## src/common/ooo_pkg.sv

```systemverilog
package ooo_pkg;

  //////////////////////////////////////////////////////////////////////
  // Widths and sizes
  //////////////////////////////////////////////////////////////////////
  localparam int XLEN       = 64;
  localparam int REG_IDX_W  = 5;
  localparam int NUM_REGS   = 1 << REG_IDX_W;
  localparam int ZERO_REG   = 31;   // Always reads zero
  localparam int ROB_DEPTH  = 8;
  localparam int ROB_IDX_W  = 3;
  localparam int MUL_STAGES = 4;
  localparam int MUL_CHUNK  = XLEN / MUL_STAGES;   // Multiplier bits per stage

  localparam logic [31:0] HALT_INST = 32'h555;

  //////////////////////////////////////////////////////////////////////
  // Alpha operate format encodings
  //////////////////////////////////////////////////////////////////////
  localparam logic [5:0] OP_INTA = 6'h10;   // Arithmetic
  localparam logic [5:0] OP_INTL = 6'h11;   // Logical
  localparam logic [5:0] OP_INTS = 6'h12;   // Shift
  localparam logic [5:0] OP_INTM = 6'h13;   // Multiply

  localparam logic [6:0] FN_ADDQ  = 7'h20;
  localparam logic [6:0] FN_SUBQ  = 7'h29;
  localparam logic [6:0] FN_CMPEQ = 7'h2d;
  localparam logic [6:0] FN_AND   = 7'h00;
  localparam logic [6:0] FN_BIS   = 7'h20;
  localparam logic [6:0] FN_XOR   = 7'h40;
  localparam logic [6:0] FN_SLL   = 7'h39;
  localparam logic [6:0] FN_MULQ  = 7'h20;

  typedef enum logic [2:0] {
    ALU_ADDQ,
    ALU_SUBQ,
    ALU_CMPEQ,
    ALU_AND,
    ALU_BIS,
    ALU_XOR,
    ALU_SLL,
    ALU_MULQ
  } alu_op_t;

  typedef enum logic [3:0] {
    NO_ERROR       = 4'h0,
    HALTED_ON_HALT = 4'h2
  } status_t;

  typedef logic [ROB_IDX_W-1:0] rob_idx_t;   // Reorder buffer tag

endpackage

```

## src/rob/reorder_buffer.sv

```systemverilog
module reorder_buffer (
  input  logic                           clock,
  input  logic                           rst,
  input  logic                           dispatch_valid,
  input  logic [ooo_pkg::REG_IDX_W-1:0]  dispatch_dest,
  input  logic                           dispatch_wr,
  input  logic                           dispatch_done,
  input  logic [31:0]                    dispatch_ir,
  input  logic                           alu_done,
  input  ooo_pkg::rob_idx_t              alu_tag,
  input  logic [ooo_pkg::XLEN-1:0]       alu_result,
  input  logic                           mul_done,
  input  ooo_pkg::rob_idx_t              mul_tag,
  input  logic [ooo_pkg::XLEN-1:0]       mul_result,
  output ooo_pkg::rob_idx_t              dispatch_tag,
  output logic                           rob_full,
  output logic [ooo_pkg::NUM_REGS-1:0]   pending_mask,
  output logic                           commit_valid,
  output logic                           commit_wr_en,
  output logic [ooo_pkg::REG_IDX_W-1:0]  commit_wr_idx,
  output logic [ooo_pkg::XLEN-1:0]       commit_wr_data,
  output logic [31:0]                    commit_ir,
  output ooo_pkg::status_t               error_status
);
  import ooo_pkg::*;

  rob_idx_t              head;
  rob_idx_t              tail;
  logic [ROB_DEPTH-1:0]  entry_valid;
  logic [ROB_DEPTH-1:0]  entry_done;
  logic [ROB_DEPTH-1:0]  entry_wr;
  logic [REG_IDX_W-1:0]  entry_dest   [ROB_DEPTH];
  logic [XLEN-1:0]       entry_result [ROB_DEPTH];
  logic [31:0]           entry_ir     [ROB_DEPTH];

  // Tail entry still occupied means every slot is taken
  assign rob_full     = entry_valid[tail];
  assign dispatch_tag = tail;

  always_comb
  begin
    pending_mask = '0;
    for (int i = 0; i < ROB_DEPTH; i++)
    begin
      if (entry_valid[i] && entry_wr[i])
        pending_mask[entry_dest[i]] = 1'b1;
    end
  end

  //////////////////////////////////////////////////////////////////////
  // In-order commit from the head
  //////////////////////////////////////////////////////////////////////
  assign commit_valid   = entry_valid[head] && entry_done[head];
  assign commit_wr_en   = commit_valid && entry_wr[head];
  assign commit_wr_idx  = entry_dest[head];
  assign commit_wr_data = entry_result[head];
  assign commit_ir      = entry_ir[head];

  always_ff @(posedge clock)
  begin
    if (rst)
    begin
      head         <= '0;
      tail         <= '0;
      entry_valid  <= '0;
      entry_done   <= '0;
      error_status <= NO_ERROR;
    end
    else
    begin
      if (dispatch_valid)
      begin
        entry_valid[tail] <= 1'b1;
        entry_done[tail]  <= dispatch_done;
        tail              <= tail + 1'b1;
      end
      if (alu_done)
        entry_done[alu_tag] <= 1'b1;
      if (mul_done)
        entry_done[mul_tag] <= 1'b1;
      if (commit_valid)
      begin
        entry_valid[head] <= 1'b0;
        head              <= head + 1'b1;
        if (commit_ir == HALT_INST)
          error_status <= HALTED_ON_HALT;   // Sticky until reset
      end
    end
  end

  // Entry payload
  always_ff @(posedge clock)
  begin
    if (dispatch_valid)
    begin
      entry_wr[tail]     <= dispatch_wr;
      entry_dest[tail]   <= dispatch_dest;
      entry_ir[tail]     <= dispatch_ir;
      entry_result[tail] <= '0;   // Halt and illegal commit zero
    end
    if (alu_done)
      entry_result[alu_tag] <= alu_result;
    if (mul_done)
      entry_result[mul_tag] <= mul_result;
  end

endmodule

```

## config.mk

```make
export PLATFORM = sky130hd
export DESIGN_NAME = reorder_buffer
export DESIGN_NICKNAME = d
export VERILOG_FILES = /design/src/common/ooo_pkg.sv /design/src/rob/reorder_buffer.sv
export SDC_FILE = /design/constraint.sdc
export NUM_CORES = 2
export LEC_CHECK = 0
export BUFFER_PORTS_ARGS = -buffer_cell sky130_fd_sc_hd__buf_2
export CAP_MARGIN = 20
export CELL_PAD_IN_SITES_DETAIL_PLACEMENT = 0
export CELL_PAD_IN_SITES_GLOBAL_PLACEMENT = 1
export CORE_ASPECT_RATIO = 1.75
export CORE_MARGIN = 2
export CORE_UTILIZATION = 45
export DETAILED_ROUTE_END_ITERATION = 8
export PLACE_DENSITY = 0.8
export SLEW_MARGIN = 20
export SYNTH_ARGS = -nofsm -noshare
export SYNTH_HDL_FRONTEND = slang
export SYNTH_SLANG_ARGS = --single-unit
export TNS_END_PERCENT = 30
```

## constraint.sdc

```tcl
create_clock -name clock -period 7.9 [get_ports clock]
set_clock_uncertainty 0.1 [all_clocks]
set_input_delay 0 -clock clock [delete_from_list [all_inputs] [get_ports clock]]
set_output_delay 0 -clock clock [all_outputs]
set_load 0.02 [all_outputs]
```

* Yosys cells after proc, flatten, opt, wreduce, memory -nomap -nowiden
Memories as Yosys holds them, arrays and structs flattened. A register that Yosys moved wholly into a read port is not among the register bits. Index checks and enable logic that the tools add are counted.
Cells by class: add/sub/neg operators 2, magnitude comparators 24, equal/unequal tests 1, mux-type cells 62, bitwise operators 12, reductions and logical operators 23
Operators with widths (count):
- 2-to-1 mux 32 bit | 8
- bitwise OR 32 bit | 7
- 2-to-1 mux 8 bit | 8
- < comparator 5 x 6 -> 1 bit (second input constant) | 8
- demux 1 bit (select 5 bit) | 8
- >= comparator 5 x 1 -> 1 bit (second input constant) | 8
- == test 32 x 11 -> 1 bit (second input constant) | 1
- bitwise OR 8 bit | 3
- logical AND 1 bit | 22
- 2-to-1 mux 1 bit | 22
- 2-to-1 mux 3 bit | 6
- bitwise mux 8 bit | 2
- < comparator 3 x 4 -> 1 bit (second input constant) | 4
- binary-select mux 1 bit (select 3 bit) | 4
- demux 1 bit (select 3 bit) | 4
- >= comparator 3 x 1 -> 1 bit (second input constant) | 4
- AND 8 bit | 1
- inverter 8 bit | 1
- adder 3 x 1 -> 3 bit (second input constant) | 2
- AND reduction 2 bit | 1
Word-level totals: flip-flop bits (word level) 31, memory bits (writable) 808, output and inout bits 143, logic and storage cells 133, memories kept 3
Memories:
- entry_result | depth 8, width 64, read ports 1, clocked after Yosys merged registers in 1, write ports 3, line reorder_buffer.sv:33 | logic [XLEN-1:0] entry_result [ROB_DEPTH];
- entry_ir | depth 8, width 32, read ports 1, clocked after Yosys merged registers in 1, write ports 1, line reorder_buffer.sv:34 | logic [31:0] entry_ir [ROB_DEPTH];
- entry_dest | depth 8, width 5, read ports 9, clocked after Yosys merged registers in 1, write ports 1, line reorder_buffer.sv:32 | logic [REG_IDX_W-1:0] entry_dest [ROB_DEPTH];

* Depth between registers and ports, before layout
An unclocked memory read counts as a cell.
depth after elaboration 20, depth in mapped cells 10

* Worst setup path before layout
No wires, ideal clock.
path kind reg-to-reg, start reg tail[0], in the netlist dispatch_tag[0], end mem entry_result[1][0] (enable), arrival time 5471 ps, slack 1755 ps, cell stages (with the launch flop) 4, buffers on the path 1, cells stage by stage dfxtp_1 clkbuf_1 nand2b_1 o21ai_0
RTL lines:
- start: declaration | line reorder_buffer.sv:28 | rob_idx_t tail;
- start signal: assignment | line reorder_buffer.sv:75 | tail <= tail + 1'b1;
- end: declaration | line reorder_buffer.sv:33

==> results.cfg <==
[clocking]
cts_buffers = 79
htreeDepth = 3
cts_tree = built
path_clk_slew_ps = 60
postCtsSetupBuffers = 0
cts_root_buf = clkbuf_16
clock_path_buffers = 3
clock_latency_ps = 670
clkSinkCount = 842

[worst_setup_path]
start_kind = flop
cp_data_required_time_ps = 8370
critical_path_buf_inv_count = 2
crit_type = reg -> reg
crit_chain = buf_12 > buf_16 > mux4_2 > mux2_2 > nor4b_1 > nand4_1 > o31ai_1
cp_top_family = multiplexers
worstSetupPathDepth = 7
r2r_cells = 7
crit_slowest_cell = dfxtp_4
path_max_fanout = 106
crit_end = error_status[1]$_SDFFE_PP0P_
rrSetupSlack_ps = 4110
critPathArrivalTime_ps = 4250
r2r-end = error_status[1]$_SDFFE_PP0P_
max_stage_delay_ps = 720
critPathCaptureType = flop

[global_routing]
grt_use_total = 0.2814
grt-ovfl-total = 0
grt_antenna_before_repair = 12
grt_pass1_wl_um = 184300
grt_max_degree = 154
grt_pass1_vias = 28170

[routing]
avgRoutedWirePerCell_um = 31.17
ant_nets = 0
route.detailed.drc = 0
drt_iter0_drc = 3504
wirelength_um = 127100
vias_per_cell = 6.614
drt-pass1-iter-count = 8
vias = 26970

[synthesis]
synth_top_flop_cell = edfxtp_1
synthTopCellsByArea = edfxtp_1 62%, a22o_1 11%, mux4_2 11%
synth_cells = 2472
synth_edf_count = 816
synth.largest_area_cell = edfxtp_1
synth_seq_cells = 842
yosysUniqueCellTypes = 43
yosysWarnings = 0
avgSynthCellArea_um2 = 15.93
synth_area_um2 = 39370
synth-async-reset-ratio = 0
ys_seq_area_frac = 0.6356
synth_top_cell_area_share = 0.6224

[placement]
place.gp.congestion = 0.9501
hpwl_um = 70380
post-place-ws_ps = 4236
dpl.cell_count = 3672
dpl_cell_area_um2 = 41710
io_buffers = 317

[final_layout]
mostFrequentLayoutCells = 816 x edfxtp_1, 512 x a22o_1, 317 x buf_2, 244 x dlygate4sd3_1, 196 x mux4_2
fin_cells = 4077
nets = 3019
layout_commonest_cell = edfxtp_1
areaGrowthSynthToFinish_pct = 18.91
drive_above_1_share = 0.2848
final_core_util = 0.5395
final_area_um2 = 46820

[power_and_ir_drop]
power.leakage_nw = 15.80
peakVddDrop_mv = 0.1830
finalPower_mw = 10.11
power_density_nw_per_um2 = 215.9

[timing]
period_needed_ps = 3786
tightest_slew_ps = 1183
setup_viol = 0
fin_ws_ps = 4114
drv_slew = 0
finalHoldViolations = 0
slew_headroom = 0.2116
hold_slack_ps = 61.03
fmax_ghz = 0.2642
fin_crit_sh = 0.4792
finalSetupTns_ps = 0
rsz0062_at_grt = false

[min_path]
hold_class = in -> reg

[job]
cap_violations = 0

[floorplan]
rows = 143
coreArea_um2 = 86780
ios = 321
initial_core_util = 0.4537
die_w_um = 227.6
dieArea_um2 = 89970
die_h_um = 395.3

[outcome]
status = completed
worst reg2reg max path, delay by kind of cell, from the launching register on:
kind            cells  cell delay (ps)
buf+inv             2              840
compound gates      1              270
flops               1              720
simple gates        2              560
mux                 2             1200
state kept, by name, summed over array words and instances, names as in the netlist, named ones only:
name,count
dispatch_tag,3
entry_dest,40
entry_done,8
entry_ir,256
entry_result,512
entry_valid,8
entry_wr,8
error_status,1
head,3
where the power goes:
group / total [mW] / switching, mW / internal, mW
clock: 3.85 / 1.73 / 2.12
sequential: 5.18 / 0.0722 / 5.11
combinational: 1.07 / 0.646 / 0.427
worst min-delay path by stage:
stage | start | end | cells after the start
global placement | dispatch_ir[11] | entry_ir[4][11]$_DFFE_PP_ | 1
CTS | dispatch_ir[26] | entry_ir[7][26]$_DFFE_PP_ | 2
finish | dispatch_ir[4] | entry_ir[6][4]$_DFFE_PP_ | 2
detailed placement | dispatch_ir[5] | entry_ir[6][5]$_DFFE_PP_ | 1
floorplan | dispatch_dest[0] | entry_dest[0][0]$_DFFE_PP_ | 0
global route | dispatch_ir[23] | entry_ir[1][23]$_DFFE_PP_ | 2
metal layers:
metal,part of all wire,vias up,global-route usage
li1,-,11030,-
met1,0.35,13650,0.3357
met2,0.50,1855,0.4799
met3,0.10,429,0.06707
met4,0.044,8,0.1271
met5,0.00036,-,0
cell families (layout without fill, tap and decap cells):
kind of cell	after synthesis	count (layout)	share of synthesized area
compound gates	684	684	0.1418
xor+xnor	3	3	0.0006675
fa+ha+maj	2	2	0.0006355
buf+inv	334	764	0.03455
flops	842	842	0.6356
mux	319	319	0.1464
other cells	1	16	0.00009525
simple gates	287	287	0.04023
cell type report:
| cell class | count | area, um^2 |
|---|---|---|
| Fill cell | 6869 | 39960 |
| Sequential cell | 842 | 25040 |
| Multi-Input combinational cell | 1298 | 13210 |
| Timing Repair Buffer | 615 | 4492 |
| Clock buffer | 94 | 2107 |
| Tap cell | 1160 | 1451 |
| Clock inverter | 52 | 481.7 |
| Antenna cell | 13 | 32.53 |
| Inverter | 3 | 11.26 |
repair_timing:
item / CTS / global route
hold buffers: 244 / 0
resized for setup: 0 / 0
hold endpoints to repair: 842 / 0
synth_stat cells (29+ instances only):
library cell	count
o22ai_1	131
mux4_2	196
edfxtp_1	816
or4_1	32
a22o_1	512
nand2_1	60
mux2_2	94
clkbuf_1	137
buf_1	144
mux2i_1	29
nor2_1	61
buf_2	37
No activity file was read; power rests on OpenSTA's default activity.
