<file path="src/common/ooo_pkg.sv">
package ooo_pkg;

  //////////////////////////////////////////////////////////////////////
  // Widths and sizes
  //////////////////////////////////////////////////////////////////////
  localparam int XLEN       = 64;
  localparam int REG_IDX_W  = 5;
  localparam int NUM_REGS   = 1 << REG_IDX_W;
  localparam int ZERO_REG   = 31;   // Always reads zero
  localparam int ROB_DEPTH  = 8;
  localparam int ROB_IDX_W  = 3;
  localparam int MUL_STAGES = 4;
  localparam int MUL_CHUNK  = XLEN / MUL_STAGES;   // Multiplier bits per stage

  localparam logic [31:0] HALT_INST = 32'h555;

  //////////////////////////////////////////////////////////////////////
  // Alpha operate format encodings
  //////////////////////////////////////////////////////////////////////
  localparam logic [5:0] OP_INTA = 6'h10;   // Arithmetic
  localparam logic [5:0] OP_INTL = 6'h11;   // Logical
  localparam logic [5:0] OP_INTS = 6'h12;   // Shift
  localparam logic [5:0] OP_INTM = 6'h13;   // Multiply

  localparam logic [6:0] FN_ADDQ  = 7'h20;
  localparam logic [6:0] FN_SUBQ  = 7'h29;
  localparam logic [6:0] FN_CMPEQ = 7'h2d;
  localparam logic [6:0] FN_AND   = 7'h00;
  localparam logic [6:0] FN_BIS   = 7'h20;
  localparam logic [6:0] FN_XOR   = 7'h40;
  localparam logic [6:0] FN_SLL   = 7'h39;
  localparam logic [6:0] FN_MULQ  = 7'h20;

  typedef enum logic [2:0] {
    ALU_ADDQ,
    ALU_SUBQ,
    ALU_CMPEQ,
    ALU_AND,
    ALU_BIS,
    ALU_XOR,
    ALU_SLL,
    ALU_MULQ
  } alu_op_t;

  typedef enum logic [3:0] {
    NO_ERROR       = 4'h0,
    HALTED_ON_HALT = 4'h2
  } status_t;

  typedef logic [ROB_IDX_W-1:0] rob_idx_t;   // Reorder buffer tag

endpackage

</file>
<file path="src/source/inst_decode.sv">
module inst_decode (
  input  logic [31:0]                      inst,
  input  logic                             inst_valid,
  input  logic [ooo_pkg::NUM_REGS-1:0]     pending_mask,
  input  logic                             rob_full,
  input  ooo_pkg::rob_idx_t                dispatch_tag,
  input  logic [ooo_pkg::XLEN-1:0]         rd_data_a,
  input  logic [ooo_pkg::XLEN-1:0]         rd_data_b,
  output logic                             inst_stall,
  output logic [ooo_pkg::REG_IDX_W-1:0]    rd_idx_a,
  output logic [ooo_pkg::REG_IDX_W-1:0]    rd_idx_b,
  output logic                             issue_valid,
  output ooo_pkg::alu_op_t                 issue_op,
  output logic [ooo_pkg::XLEN-1:0]         opa,
  output logic [ooo_pkg::XLEN-1:0]         opb,
  output ooo_pkg::rob_idx_t                issue_tag,
  output logic                             dispatch_valid,
  output logic [ooo_pkg::REG_IDX_W-1:0]    dispatch_dest,
  output logic                             dispatch_wr,
  output logic                             dispatch_done,
  output logic [31:0]                      dispatch_ir
);
  import ooo_pkg::*;

  logic [5:0]           opcode;
  logic [6:0]           func;
  logic                 use_lit;
  logic [7:0]           lit;
  logic [REG_IDX_W-1:0] rc;
  logic                 is_op;    // One of the eight real operations
  logic                 hazard;
  logic                 accept;

  // Operate format fields
  assign opcode   = inst[31:26];
  assign rd_idx_a = inst[25:21];
  assign rd_idx_b = inst[20:16];
  assign lit      = inst[20:13];
  assign use_lit  = inst[12];
  assign func     = inst[11:5];
  assign rc       = inst[4:0];

  always_comb
  begin
    issue_op = ALU_ADDQ;
    is_op    = 1'b1;
    case (opcode)
      OP_INTA:
      begin
        case (func)
          FN_ADDQ:  issue_op = ALU_ADDQ;
          FN_SUBQ:  issue_op = ALU_SUBQ;
          FN_CMPEQ: issue_op = ALU_CMPEQ;
          default:  is_op = 1'b0;
        endcase
      end
      OP_INTL:
      begin
        case (func)
          FN_AND:  issue_op = ALU_AND;
          FN_BIS:  issue_op = ALU_BIS;
          FN_XOR:  issue_op = ALU_XOR;
          default: is_op = 1'b0;
        endcase
      end
      OP_INTS:
      begin
        issue_op = ALU_SLL;
        is_op    = (func == FN_SLL);
      end
      OP_INTM:
      begin
        issue_op = ALU_MULQ;
        is_op    = (func == FN_MULQ);
      end
      default: is_op = 1'b0;   // Halt and illegal words land here
    endcase
  end

  // Source still waiting on an uncommitted write
  assign hazard = is_op && (pending_mask[rd_idx_a] || (!use_lit && pending_mask[rd_idx_b]));

  assign inst_stall = rob_full || (inst_valid && hazard);
  assign accept     = inst_valid && !inst_stall;

  assign opa = rd_data_a;
  assign opb = use_lit ? {{(XLEN-8){1'b0}}, lit} : rd_data_b;

  assign issue_valid = accept && is_op;
  assign issue_tag   = dispatch_tag;

  assign dispatch_valid = accept;
  assign dispatch_dest  = rc;
  assign dispatch_wr    = is_op && (rc != REG_IDX_W'(ZERO_REG));
  assign dispatch_done  = !is_op;   // Halt or illegal, nothing to execute
  assign dispatch_ir    = inst;

endmodule

</file>
<file path="config.mk">
export PLATFORM = sky130hd
export DESIGN_NAME = inst_decode
export DESIGN_NICKNAME = d
export VERILOG_FILES = /design/src/common/ooo_pkg.sv /design/src/source/inst_decode.sv
export SDC_FILE = /design/constraint.sdc
export NUM_CORES = 1
export LEC_CHECK = 0
export BUFFER_PORTS_ARGS = -buffer_cell sky130_fd_sc_hd__buf_4
export CORE_AREA = 2 2 148 150
export DETAILED_ROUTE_END_ITERATION = 7
export DIE_AREA = 0 0 150 152
export PLACE_DENSITY = 0.46
export RECOVER_POWER = 50
export SLEW_MARGIN = 10
export SYNTH_ARGS = -nofsm -noshare
export SYNTH_HDL_FRONTEND = slang
export SYNTH_SLANG_ARGS = --single-unit
</file>
<file path="constraint.sdc">
create_clock -name vclk -period 2.35
set_input_delay 0.47 -clock vclk [all_inputs]
set_output_delay 0.47 -clock vclk [all_outputs]
set_load 0.005 [all_outputs]
</file>
# ---- After elaboration in Yosys (flattened, before gate mapping)
# Cells that the tools add are included.
dict set report totals {
  output_inout_bits 186
  regBits 0
  input_bits 197
  wordCells 37
}
dict set report classes {
  muxes 11
  reduce_logical 14
  n_eq_ne 10
  n_lt_le_gt_ge 2
}
# cell count
set op_table {}
lappend op_table {{64-bit 2-to-1 mux} 1}
lappend op_table {{7-bit by 6-bit equality test with 1-bit output (second input constant)} 4}
lappend op_table {{6-bit by 5-bit equality test with 1-bit output (second input constant)} 4}
lappend op_table {{5-bit by 6-bit less-than comparator with 1-bit output (second input constant)} 2}
lappend op_table {{3-bit one-hot mux with 4 select lines} 1}
lappend op_table {{1-bit binary-select mux with 5-bit select} 2}
lappend op_table {{3-bit one-hot mux with 3 select lines} 1}
lappend op_table {{7-bit equality test (second input constant)} 1}
lappend op_table {{7-bit zero test} 1}
lappend op_table {{1-bit logical AND} 6}
lappend op_table {{3-bit OR reduction} 2}
lappend op_table {{5-bit inequality test (second input constant)} 1}
lappend op_table {{1-bit 2-to-1 mux} 4}
lappend op_table {{1-bit one-hot mux with 4 select lines} 1}
lappend op_table {{2-bit one-hot mux with 2 select lines} 1}
lappend op_table {{1-bit zero test} 3}
lappend op_table {{1-bit logical OR} 2}

# ---- Logic depth before layout (Yosys ltp)
dict set report depth {
  word_depth 10
  mapped_depth 6
  mapped_depth_nobuf 5
}

# ---- Worst setup path after synthesis
# OpenSTA, ideal clock, no wires.
dict set report synth_path {
  path_kind {input to output}
  startpoint {in inst[24]}
  endpoint {out inst_stall}
  n_path_buf 1
  path_slack_ns -0.137
  stages 6
  required_time_ns 1.880
  arrival_ns 2.017
  cell_sequence {buf_6 > mux4_1 > mux4_2 > nor2_2 > o32ai_2 > a41o_1}
}
dict set report synth_via {
  elab_chain_cells 6
}
# element line_no
set synth_rtl {}
lappend synth_rtl {{from (decl)} inst_decode.sv:2} ;# input logic [31:0] inst,
lappend synth_rtl {{1-bit binary-select mux with 5-bit select} inst_decode.sv:81} ;# assign hazard = is_op && (pending_mask[rd_idx_a] || (!use_lit && pending_mask[rd_idx_b]));
lappend synth_rtl {{1-bit 2-to-1 mux (implied by the code)} inst_decode.sv:81}
lappend synth_rtl {{1-bit logical OR} inst_decode.sv:81}
lappend synth_rtl {{1-bit logical AND} inst_decode.sv:81}
lappend synth_rtl {{1-bit logical AND} inst_decode.sv:83} ;# assign inst_stall = rob_full || (inst_valid && hazard);
lappend synth_rtl {{1-bit logical OR} inst_decode.sv:83}
lappend synth_rtl {{to (decl)} inst_decode.sv:9} ;# output logic inst_stall,
# Every way passes these cells. The select of a mux whose other input is x is not followed.

# ---- Worst setup path in the final report
# Same ends and word-level chain as after synthesis.

==> summary.txt <==
RUN STATUS
---------------------------------------------------------------------------------------
Outcome                                                                    finished, violations left
Failing checks                                                             setup timing

CELLS AND AREA
---------------------------------------------------------------------------------------
Sequential cells                                                                      0
Multi-input combinational cell area                                          1270 sq um
Layout cell share with drive strength beyond 1                                    75.2%
Area grow syn2layout                                                              71.8%
Area used by sequential logic in the layout                                     0 sq um
Total inserted antenna cells                                                          0
Number of fillers in the final layout                                             2,459
Layout clock buffer count                                                             0
Final design utilization                                                          17.2%
Nets                                                                                603

SETUP PATH
---------------------------------------------------------------------------------------
CP Capture Point                                                             inst_stall
Arrival time worst endpoint                                                     2120 ps
Req. time, crit path                                                            1880 ps
Crit path launch type                                                         input pin
Crit Path Category                                                         input pin to output port
Setup crit start                                                               inst[24]
Largest fanout of any net on the critical path                                        6
Endpoint kind of the worst setup timing path                                output port

YOSYS
---------------------------------------------------------------------------------------
Leading post-synthesis cells by instance count                             114 x buf_4, 59 x nor2b_1, 13 x mux4_2
Leading area contributor after synthesis                                          buf_4
Post-synth net total                                                                455
Synthesized area per cell                                                    8.30 sq um
Mapped Cells                                                                        258
Area contributors post-synth                                               buf_4 40%, nor2b_1 17%, mux4_2 14%
Most numerous cell in the Yosys netlist                                           buf_4
Post-synth top area share                                                         40.0%
Distinct cells, synth                                                                39
Mapped cell area                                                             2140 sq um
Synth warn                                                                            0
Sequential cell area fraction in the yosys report                                    0%

TIMING
---------------------------------------------------------------------------------------
Hold Slack                                                                       940 ps
FMAX                                                                          0.386 GHz
Final Hold Violating Endpoints                                                        0
Final setup fails                                                                     3
Tmin final                                                                      2590 ps
Unrepaired setup endpoints after global routing                                    true
Final period util                                                                  110%
Worst Setup Slack, final                                                        -242 ps
Pins over their slew limit                                                            0
Max-slew headroom at the worst pin                                                76.9%
Actual slew at the worst max-slew pin                                            346 ps

POWER AND IR DROP
---------------------------------------------------------------------------------------
Static Leakage                                                                  1.72 nW
Max VDD drop                                                                0.0000578 V
Power density over cell area                                                167 nW/um^2

DETAILED ROUTING
---------------------------------------------------------------------------------------
Via density per instance                                                           3.27
Number of violations reported at the end of detailed-routing iteration 0             52
Antenna violation net count after detailed routing                                    0
WL final                                                                        9530 um
Detailed Routing Iterations Pass 1                                                    4
Remaining design rule violation count                                                 0
Average wire per standard cell                                                  13.9 um
Via Count                                                                         2,239

GRT
---------------------------------------------------------------------------------------
Global-route wire length before repair                                        13,300 um
Number of global-route vias before repair                                         2,260
Initial antenna violation count                                                       0
Largest net degree at the start of global routing                                    66
Combined global-route utilization of all metal layers                             7.51%
Global-route congestion overflow total                                                0

DIE
---------------------------------------------------------------------------------------
Initial core utilization                                                          10.0%
Area inside the core boundary                                              21,400 sq um
Vertical die dimension                                                           152 um
Floorplan die width                                                              150 um
Number of placement rows                                                             54
Boundary Pins                                                                       383
Die area                                                                   22,800 sq um

WORST HOLD PATH
---------------------------------------------------------------------------------------
Kind of path behind the tightest hold check                                input pin to output port
Start point of the worst min-delay path                                    rd_data_a[12]

PLACE
---------------------------------------------------------------------------------------
Placed wire-length estimate                                                     8630 um
Pre-CTS worst setup slack                                                       -378 ps
Routability cong.                                                                 0.743
Count of input and output buffers                                                   249

JOB
---------------------------------------------------------------------------------------
Maximum Capacitance Violations                                                        0

CLOCKING
---------------------------------------------------------------------------------------
Hold buffer count at CTS                                                              0
Post-CTS setup buffer count                                                           0

[worst min path at each step]
stage                              end  slack (ps)  cells past startpoint
final                          opa[12]         940                      0
after global placement    issue_tag[0]         940                      0
after CTS                 issue_tag[0]         940                      0
after detailed placement  issue_tag[0]         940                      0
after global routing            opa[4]         940                      0
after floorplan            dispatch_wr        1000                      1
[cell families (layout without fill, tap and decap cells)]
kind of cell    Yosys count  in the layout  synth area share [%]
simple gates             86             86                  25.4
buf+inv                 127            273                  42.7
compound gates           13             13                  5.73
xor+xnor                  1              1                 0.409
mux                      31             31                  25.8
[critical path, cell delays in order]
cell	delay (ps)
buf_12	100
mux4_2	490
mux4_2	500
nor2_4	120
o32ai_4	110
a41o_1	200
buf_4	130
[routing by layer]
| metal | vias to the layer above | track usage (%) | wire, um |
|---|---|---|---|
| met1 | 1000 | 9.12 | 3760 |
| met5 | - | 0 | 0 |
| met4 | 0 | 0.584 | 66 |
| met2 | 171 | 13.2 | 4640 |
| li1 | 1058 | - | - |
| met3 | 10 | 2.61 | 1060 |
[stage by stage]
stage | area, sq um | instances | setup TNS [ps] | total power, mW
after floorplan | 2130 | 258 | -146 | 0.344
after global placement | 3620 | 684 | -1100 | 0.615
after detailed placement | 3620 | 684 | -1160 | 0.614
after CTS | 3670 | 684 | -776 | 0.631
after global routing | 3680 | 684 | -1020 | 0.664
final | 3680 | 684 | -646 | 0.612
[repair_timing]
action | 4_1_cts | 5_1_grt
gates resized for setup | 10 | 3
endpoints found under the setup margin | 5 | 4
pin swaps | 3 | 1
[layout by cell type, fill, tap and decap left out, types with 2 or more instances in the layout]
| cell type | count |
|---|---|
| buf_12 | 2 |
| buf_4 | 246 |
| buf_6 | 2 |
| clkbuf_1 | 5 |
| clkbuf_4 | 17 |
| mux2_2 | 11 |
| mux2i_1 | 3 |
| mux4_2 | 17 |
| nand2_1 | 3 |
| nand2b_1 | 5 |
| nand3_1 | 3 |
| nor2_1 | 3 |
| nor2b_1 | 59 |
| nor4_2 | 2 |
| o22ai_1 | 2 |
[power breakdown]
group	leakage, nW	switching [mW]	internal [mW]	total [mW]
Combinational	1.72	0.219	0.393	0.612
Sequential	0	0	0	0
Clock	0	0	0	0
Total	1.72	0.219	0.393	0.612
[area by class of cell]
class	count	area share, %
inverter	1	0.102
multi-input combinational	131	34.5
timing repair buffer	272	55.9
tap	280	9.53
(Power assumes the default switching activity.)
